`config.mk`:
```
export PLATFORM = sky130hd
export DESIGN_NAME = rf_top
export DESIGN_NICKNAME = d
export VERILOG_FILES = /design/src/logic/rf_types_pkg.sv /design/src/logic/rf_ecc_pkg.sv /design/src/logic/rf_wr_encode.sv /design/src/logic/rf_storage.sv /design/src/logic/rf_rd_check.sv /design/src/logic/rf_top.sv
export VERILOG_INCLUDE_DIRS = /design/src /design/src/include
export SDC_FILE = /design/constraint.sdc
export NUM_CORES = 2
export LEC_CHECK = 0
export ABC_AREA = 1
export BUFFER_PORTS_ARGS = -buffer_cell sky130_fd_sc_hd__buf_4
export CELL_PAD_IN_SITES_DETAIL_PLACEMENT = 1
export CELL_PAD_IN_SITES_GLOBAL_PLACEMENT = 2
export CORE_MARGIN = 2
export CORE_UTILIZATION = 33
export CTS_CLUSTER_DIAMETER = 40
export DETAILED_ROUTE_END_ITERATION = 8
export HOLD_SLACK_MARGIN = 0.12
export PLACE_DENSITY_LB_ADDON = 0.2
export SYNTH_ARGS = -nofsm -noshare
export SYNTH_HDL_FRONTEND = slang
export SYNTH_HIERARCHICAL = 1
export SYNTH_SLANG_ARGS = --single-unit
```
`constraint.sdc`:
```
create_clock -name clk_i -period 2.2 [get_ports clk_i]
set_input_delay 0.44 -clock clk_i [delete_from_list [all_inputs] [get_ports clk_i]]
set_output_delay 0.44 -clock clk_i [all_outputs]
set_load 0.005 [all_outputs]
```
`src/include/rf_config.svh`:
```
//////////////////////////////////////////////////
// Register file configuration
// Word, integrity and address widths shared by
// the packages and the storage stage
//////////////////////////////////////////////////

`ifndef RF_CONFIG_SVH
`define RF_CONFIG_SVH

// Data word carried by each register
`define RF_DATA_W   32

// Check bits stored next to each word
`define RF_INTG_W   7

// Register count and index width
`define RF_NUM_REGS 32
`define RF_ADDR_W   5

`endif

```
`src/logic/rf_types_pkg.sv`:
```
//////////////////////////////////////////////////
// Register file types
// Index, data word and the stored integrity word
//////////////////////////////////////////////////

`default_nettype none

`include "rf_config.svh"

package rf_types_pkg;

  typedef logic [`RF_ADDR_W-1:0] rf_addr_t;
  typedef logic [`RF_DATA_W-1:0] rf_data_t;

  // Stored word, check bits sit above the data
  typedef struct packed {
    logic [`RF_INTG_W-1:0] intg;
    rf_data_t              data;
  } rf_word_fields_t;

  // Storage sees a flat vector, the encode and
  // check stages see the field pair
  typedef union packed {
    logic [`RF_INTG_W+`RF_DATA_W-1:0] raw;
    rf_word_fields_t                  fields;
  } rf_word_u;

endpackage

`default_nettype wire

```
`src/logic/rf_ecc_pkg.sv`:
```
//////////////////////////////////////////////////
// Register file integrity
// Check-bit type and the generator used on both
// the write and the read side
//////////////////////////////////////////////////

`default_nettype none

`include "rf_config.svh"

package rf_ecc_pkg;

  import rf_types_pkg::*;

  typedef logic [`RF_INTG_W-1:0] rf_intg_t;

  // Interleaved parity
  // Bit k covers every data bit i with i mod 7 == k
  function automatic rf_intg_t rf_intg_gen(rf_data_t data);
    rf_intg_t intg;
    intg = '0;
    for (int i = 0; i < `RF_DATA_W; i++) begin
      intg[i % `RF_INTG_W] = intg[i % `RF_INTG_W] ^ data[i];
    end
    return intg;
  endfunction

  // All-zero data still encodes through the generator
  function automatic rf_intg_t rf_intg_zero();
    rf_intg_t intg;
    intg = rf_intg_gen('0);
    return intg;
  endfunction

endpackage

`default_nettype wire

```
`src/logic/rf_wr_encode.sv`:
```
//////////////////////////////////////////////////
// Write encode stage
// Registers the write request and attaches the
// check bits, with an optional fault mask
//////////////////////////////////////////////////

`timescale 1ns/1ps
`default_nettype none

module rf_wr_encode import rf_types_pkg::*; import rf_ecc_pkg::*; (
  input  logic     clk_i,
  input  logic     rst_ni,

  // Write request
  input  logic     wr_en_i,
  input  rf_addr_t wr_addr_i,
  input  rf_data_t wr_data_i,
  input  rf_intg_t wr_flip_i,

  // Towards storage
  output logic     st_we_o,
  output rf_addr_t st_addr_o,
  output rf_word_u st_word_o
);

  rf_word_u word_d;
  rf_word_u word_q;
  rf_addr_t addr_q;
  logic     we_q;

  // Flip mask disturbs the stored check bits only
  always_comb begin
    word_d.fields.data = wr_data_i;
    word_d.fields.intg = rf_intg_gen(wr_data_i) ^ wr_flip_i;
  end

  always_ff @(posedge clk_i or negedge rst_ni) begin
    if (!rst_ni) begin
      we_q <= 1'b0;
    end else begin
      we_q <= wr_en_i;
    end
  end

  // Payload
  always_ff @(posedge clk_i) begin
    if (wr_en_i) begin
      addr_q <= wr_addr_i;
      word_q <= word_d;
    end
  end

  assign st_we_o   = we_q;
  assign st_addr_o = addr_q;
  assign st_word_o = word_q;

endmodule

`default_nettype wire

```
`src/logic/rf_storage.sv`:
```
//////////////////////////////////////////////////
// Register file storage stage
// 31 writable words, x0 hardwired, two
// registered read ports
//////////////////////////////////////////////////

`timescale 1ns/1ps
`default_nettype none

`include "rf_config.svh"

module rf_storage import rf_types_pkg::*; import rf_ecc_pkg::*; (
  input  logic     clk_i,
  input  logic     rst_ni,

  // Write side
  input  logic     st_we_i,
  input  rf_addr_t st_addr_i,
  input  rf_word_u st_word_i,

  // Read request
  input  logic     rd_en_i,
  input  rf_addr_t rd_addr_a_i,
  input  rf_addr_t rd_addr_b_i,

  // Towards the check stage
  output logic     chk_valid_o,
  output rf_word_u chk_word_a_o,
  output rf_word_u chk_word_b_o
);

  localparam int unsigned word_w = `RF_INTG_W + `RF_DATA_W;

  // Encoded zero, also the value of x0
  localparam logic [word_w-1:0] zero_raw = {rf_intg_zero(), rf_data_t'(0)};

  logic [word_w-1:0] mem_q [1:`RF_NUM_REGS-1];

  rf_word_u word_a_d, word_b_d;
  rf_word_u word_a_q, word_b_q;
  logic     valid_q;

  ///////////////////////////////////////////////////
  // Array
  ///////////////////////////////////////////////////

  always_ff @(posedge clk_i or negedge rst_ni) begin
    if (!rst_ni) begin
      for (int i = 1; i < `RF_NUM_REGS; i++) begin
        mem_q[i] <= zero_raw;
      end
    end else if (st_we_i && (st_addr_i != '0)) begin
      mem_q[st_addr_i] <= st_word_i.raw;
    end
  end

  ///////////////////////////////////////////////////
  // Read ports
  ///////////////////////////////////////////////////

  assign word_a_d.raw = (rd_addr_a_i == '0) ? zero_raw : mem_q[rd_addr_a_i];
  assign word_b_d.raw = (rd_addr_b_i == '0) ? zero_raw : mem_q[rd_addr_b_i];

  always_ff @(posedge clk_i or negedge rst_ni) begin
    if (!rst_ni) begin
      valid_q <= 1'b0;
    end else begin
      valid_q <= rd_en_i;
    end
  end

  always_ff @(posedge clk_i) begin
    if (rd_en_i) begin
      word_a_q <= word_a_d;
      word_b_q <= word_b_d;
    end
  end

  assign chk_valid_o  = valid_q;
  assign chk_word_a_o = word_a_q;
  assign chk_word_b_o = word_b_q;

endmodule

`default_nettype wire

```
`src/logic/rf_rd_check.sv`:
```
//////////////////////////////////////////////////
// Read check stage
// Recomputes integrity of both read words, flags
// mismatches and holds a sticky major alert
//////////////////////////////////////////////////

`timescale 1ns/1ps
`default_nettype none

module rf_rd_check import rf_types_pkg::*; import rf_ecc_pkg::*; (
  input  logic     clk_i,
  input  logic     rst_ni,

  // From storage
  input  logic     chk_valid_i,
  input  rf_word_u chk_word_a_i,
  input  rf_word_u chk_word_b_i,

  // Read results
  output logic     rd_valid_o,
  output rf_data_t rd_data_a_o,
  output rf_data_t rd_data_b_o,
  output logic     rd_err_a_o,
  output logic     rd_err_b_o,
  output logic     alert_major_o
);

  rf_intg_t intg_a, intg_b;
  logic     err_a_d, err_b_d;

  logic     valid_q;
  logic     err_a_q, err_b_q;
  logic     alert_q;
  rf_data_t data_a_q, data_b_q;

  ///////////////////////////////////////////////////
  // Integrity compare
  ///////////////////////////////////////////////////

  assign intg_a = rf_intg_gen(chk_word_a_i.fields.data);
  assign intg_b = rf_intg_gen(chk_word_b_i.fields.data);

  // Only a valid read may raise a flag
  assign err_a_d = chk_valid_i & (intg_a != chk_word_a_i.fields.intg);
  assign err_b_d = chk_valid_i & (intg_b != chk_word_b_i.fields.intg);

  ///////////////////////////////////////////////////
  // Output registers
  ///////////////////////////////////////////////////

  always_ff @(posedge clk_i or negedge rst_ni) begin
    if (!rst_ni) begin
      valid_q <= 1'b0;
      err_a_q <= 1'b0;
      err_b_q <= 1'b0;
      alert_q <= 1'b0;
    end else begin
      valid_q <= chk_valid_i;
      err_a_q <= err_a_d;
      err_b_q <= err_b_d;
      // Sticky until reset
      alert_q <= alert_q | err_a_d | err_b_d;
    end
  end

  always_ff @(posedge clk_i) begin
    if (chk_valid_i) begin
      data_a_q <= chk_word_a_i.fields.data;
      data_b_q <= chk_word_b_i.fields.data;
    end
  end

  assign rd_valid_o    = valid_q;
  assign rd_data_a_o   = data_a_q;
  assign rd_data_b_o   = data_b_q;
  assign rd_err_a_o    = err_a_q;
  assign rd_err_b_o    = err_b_q;
  assign alert_major_o = alert_q;

endmodule

`default_nettype wire

```
`src/logic/rf_top.sv`:
```
//////////////////////////////////////////////////
// Register file top level
// Two-read, one-write file with integrity,
// chaining encode, storage and check stages
//////////////////////////////////////////////////

`timescale 1ns/1ps
`default_nettype none

module rf_top import rf_types_pkg::*; import rf_ecc_pkg::*; (
  input  logic     clk_i,
  input  logic     rst_ni,

  // Write port
  input  logic     wr_en_i,
  input  rf_addr_t wr_addr_i,
  input  rf_data_t wr_data_i,
  input  rf_intg_t wr_flip_i,

  // Read ports
  input  logic     rd_en_i,
  input  rf_addr_t rd_addr_a_i,
  input  rf_addr_t rd_addr_b_i,

  // Read results and alert
  output logic     rd_valid_o,
  output rf_data_t rd_data_a_o,
  output rf_data_t rd_data_b_o,
  output logic     rd_err_a_o,
  output logic     rd_err_b_o,
  output logic     alert_major_o
);

  // Encode to storage
  logic     st_we;
  rf_addr_t st_addr;
  rf_word_u st_word;

  // Storage to check
  logic     chk_valid;
  rf_word_u chk_word_a;
  rf_word_u chk_word_b;

  rf_wr_encode u_wr_encode (
    .clk_i    (clk_i),
    .rst_ni   (rst_ni),
    .wr_en_i  (wr_en_i),
    .wr_addr_i(wr_addr_i),
    .wr_data_i(wr_data_i),
    .wr_flip_i(wr_flip_i),
    .st_we_o  (st_we),
    .st_addr_o(st_addr),
    .st_word_o(st_word)
  );

  rf_storage u_storage (
    .clk_i       (clk_i),
    .rst_ni      (rst_ni),
    .st_we_i     (st_we),
    .st_addr_i   (st_addr),
    .st_word_i   (st_word),
    .rd_en_i     (rd_en_i),
    .rd_addr_a_i (rd_addr_a_i),
    .rd_addr_b_i (rd_addr_b_i),
    .chk_valid_o (chk_valid),
    .chk_word_a_o(chk_word_a),
    .chk_word_b_o(chk_word_b)
  );

  rf_rd_check u_rd_check (
    .clk_i        (clk_i),
    .rst_ni       (rst_ni),
    .chk_valid_i  (chk_valid),
    .chk_word_a_i (chk_word_a),
    .chk_word_b_i (chk_word_b),
    .rd_valid_o   (rd_valid_o),
    .rd_data_a_o  (rd_data_a_o),
    .rd_data_b_o  (rd_data_b_o),
    .rd_err_a_o   (rd_err_a_o),
    .rd_err_b_o   (rd_err_b_o),
    .alert_major_o(alert_major_o)
  );

endmodule

`default_nettype wire

```
==> impl_metrics.tcl <==
set metrics [dict create \
    status "complete, no violations" \
    io-pin-count 126 \
    antenna_found_initial 32 \
    dieArea_sq_mm 0.2453 \
    synthCells 12100 \
    slew_headroom 0.4038 \
    wl_per_cell_microns 26.10 \
    fmax_ghz 0.4704 \
    maxCapViolCount 0 \
    hold_start "rd_addr_a_i[4]" \
    port_buffers 125 \
    finalCriticalPeriod_ns 2.126 \
    routed_wl_microns 417600 \
    start_util 0.3314 \
    cts.path.max_buffers 4 \
    p_clk_frac 0.463 \
    syn_avg_cell_area_sq_um 6.582 \
    arrival_ns 1.69 \
    drc 0 \
    nets 12589 \
    post_route_cells_drive_above_1_share 0.1214 \
    switchingPower_uw 36430 \
    synth_warnings 6 \
    path_cells "buf_4" \
    crit_path_end_kind "output pin" \
    overflow 0 \
    vias 84773 \
    fin_ws_ns 0.07398 \
    die_x_microns 495.3 \
    path_max_fanout 1 \
    core.rowCount 180 \
    synth_area_sq_mm 0.07964 \
    hold_ws_ns 0.1768 \
    required_ns 1.76 \
    grt_pass1_wl_microns 604000 \
    final_antenna_net_count 0 \
    crit_type "reg -> out" \
    gp_congestion 0.9214 \
    syn-num-nets 12158 \
    dp_hpwl_microns 283600 \
    static-leakage-power_uw 0.05355 \
    worst_setup_path_start_kind "flip-flop" \
    synth_seq_cells 1401 \
    rsz0062_at_grt "false" \
    dp_slack_ns -0.4587 \
    cts_sinks 1401 \
    drtIter0Drc 8211 \
    syn_to_final_growth_pct 29.57 \
    ff2ff_setup_slack_ns 0.08 \
    root_buffer "clkbuf_16" \
    htreeDepth 5 \
    internal-power_uw 75880 \
    critical-path-max-stage-delay_ns 0.51 \
    hold_viol 0 \
    max_slew.worst_pin.slew_ns 0.8934 \
    r2r_start "u_storage/chk_word_a_o[11]$_SDFFCE_PN0P_" \
    drtPass1Iterations 5 \
    p_comb_frac 0.200 \
    min_path_type "in -> reg" \
    worst_hold_path.num_cells 4 \
    critPathTopFamily "flip-flops" \
    powerDensity_mw_per_mm2 1088 \
    peakVddDrop_v 0.0005301 \
    yosysSeqAreaShare 0.4519 \
    worstSkewPairLatency_ns 0.98 \
    slowest_stage "edfxtp_1" \
    core_area_sq_mm 0.2403 \
    cts_tree "built" \
    r2r-end "u_rd_check/alert_major_o$_DFF_PN0_" \
    gr-usage-all-layers 0.3356 \
    clk_pin_slew_ns 0.05 \
    hold-path-endpoint "u_storage/chk_word_a_o[7]$_SDFFCE_PN0P_" \
    grt_pass1_vias 86147 \
    reg2regPathDepth 9 \
    slew_viol_final 0 \
    fp.dieH_microns 495.3 \
    swShare 0.3244 \
    cts_buffers 332 \
    grt_max_degree 103 \
    power_frac_seq 0.337 \
    path_buf_inv 1 \
    vias_per_cell 5.300 \
    fin_crit_sh 0.9664 \
    synth.distinct_cells 30 \
    fin_skew_ns 0.07383 \
    setup_viol 0 \
]
==> cell usage after synthesis, drive strengths merged <==
master,n,area share
nand3b,14,0.0013
nor2,55,0.0034
o21bai,1,0.00014
nor4,2,0.00031
or2,2,0.00016
nor3,6,0.00044
nand3,1437,0.091
nand2,6267,0.30
inv,1265,0.060
o21ai,563,0.035
xnor2,15,0.0016
clkinv,3,0.00014
dfrtp,1215,0.38
xor2,18,0.0020
clkbuf,571,0.027
a21oi,205,0.013
buf,275,0.017
edfxtp,186,0.070
==> area by class of cell <==
class | count | area, sq um
multi-input combinational | 8585 | 35680
inverter | 1268 | 4802
clock inverter | 188 | 2539
sequential | 1401 | 35990
clock buffer | 402 | 9011
antenna | 24 | 60.06
fill | 29842 | 137100
tap | 3185 | 3985
timing repair buffer | 943 | 11120
==> layer usage <==
metal  GRT usage  vias to the layer above  routed length (microns)
li1            -                    38006                        -
met1      0.4698                    42735                   185600
met2      0.5216                     3277                   184100
met3     0.05988                      747                    32960
met4      0.1113                        8                    14830
met5           0                        -                       59
==> kinds of logic (layout without fill, tap and decap cells) <==
kind of cell / count (synthesis) / after routing / share of synthesized area
flip-flops: 1401 / 1401 / 0.4519
other: 0 / 24 / 0
XOR/XNOR: 33 / 33 / 0.003629
AND/OR/NAND/NOR: 7783 / 7783 / 0.3919
buffers and inverters: 2114 / 2801 / 0.1042
AO/OA/AOI/OAI: 769 / 769 / 0.04840
==> what timing repair did <==
| action | CTS | global route |
|---|---|---|
| setup buffers | 0 | 8 |
| gates resized for setup | 1 | 11 |
| endpoints found under the setup margin | 1 | 145 |
| hold buffers | 48 | 0 |
| hold endpoints to repair | 1292 | 0 |
| gates cloned | 0 | 3 |
| pin swaps | 0 | 5 |
==> how the worst max path moves through the flow <==
stage	startpoint	slack, ns	end	cells past startpoint
floorplan	u_storage/chk_valid_o$_DFF_PN0_	0.11	u_rd_check/alert_major_o$_DFF_PN0_	3
global placement	rd_addr_b_i[0]	-0.42	u_storage/chk_word_b_o[18]$_SDFFCE_PN0P_	13
detailed placement	rd_addr_b_i[0]	-0.46	u_storage/chk_word_b_o[18]$_SDFFCE_PN0P_	13
CTS	u_wr_encode/st_addr_o[0]$_DFFE_PP_	0.006	u_storage/mem_q[491]$_DFFE_PN0P_	11
global route	u_storage/chk_word_b_o[17]$_SDFFCE_PN0P_	0.007	u_rd_check/alert_major_o$_DFF_PN0_	8
finish	u_rd_check/rd_data_a_o[21]$_DFFE_PP_	0.07	rd_data_a_o[21]	1
==> power groups by stage <==
stage | registers, uW | clock network (uW) | logic, uW
after floorplan | 36300 | 0 | 13700
after global placement | 37800 | 0 | 21300
after detailed placement | 38000 | 0 | 22000
after CTS | 37700 | 52500 | 22300
after global routing | 38600 | 53800 | 25400
final | 37800 | 52000 | 22500
==> sequential cells by signal, indices dropped and copies added (netlist names) <==
register                  flops
u_storage/chk_word_b_o       39
u_storage/chk_word_a_o       39
u_wr_encode/st_we_o           1
u_rd_check/rd_data_b_o       32
u_wr_encode/st_addr_o         5
u_rd_check/rd_data_a_o       32
u_storage/mem_q            1209
u_rd_check/rd_err_b_o         1
u_wr_encode/st_word_o        39
u_storage/chk_valid_o         1
u_rd_check/rd_valid_o         1
u_rd_check/rd_err_a_o         1
u_rd_check/alert_major_o      1
==> cell usage in the layout (no fill, tap or decap), drive strengths merged <==
cell type,Yosys,routed
clkbuf,571,406
edfxtp,186,186
dlygate4sd3,0,48
nand3,1437,1437
buf,275,891
o21ai,563,563
a21oi,205,205
bufinv,0,53
nor3,6,6
xor2,18,18
dfrtp,1215,1215
nor2,55,55
diode,0,24
nand2,6267,6267
nor4,2,2
clkinv,3,74
clkinvlp,0,34
inv,1265,1295
o21bai,1,1
xnor2,15,15
nand3b,14,14
or2,2,2
==> per-stage QoR <==
stage	cell area, sq um	total power [uW]	std cells	utilization	TNS (ns)
global placement	90860	59070	15323	0.3781	-12.49
global route	103100	117900	15979	0.4292	0
CTS	102900	112500	15961	0.4282	0
finish	103200	112300	15996	0.4294	0
detailed placement	90860	60040	15323	0.3781	-13.11
floorplan	79640	50060	12100	-	0
Note: power is estimated with default switching activity, not from simulation.
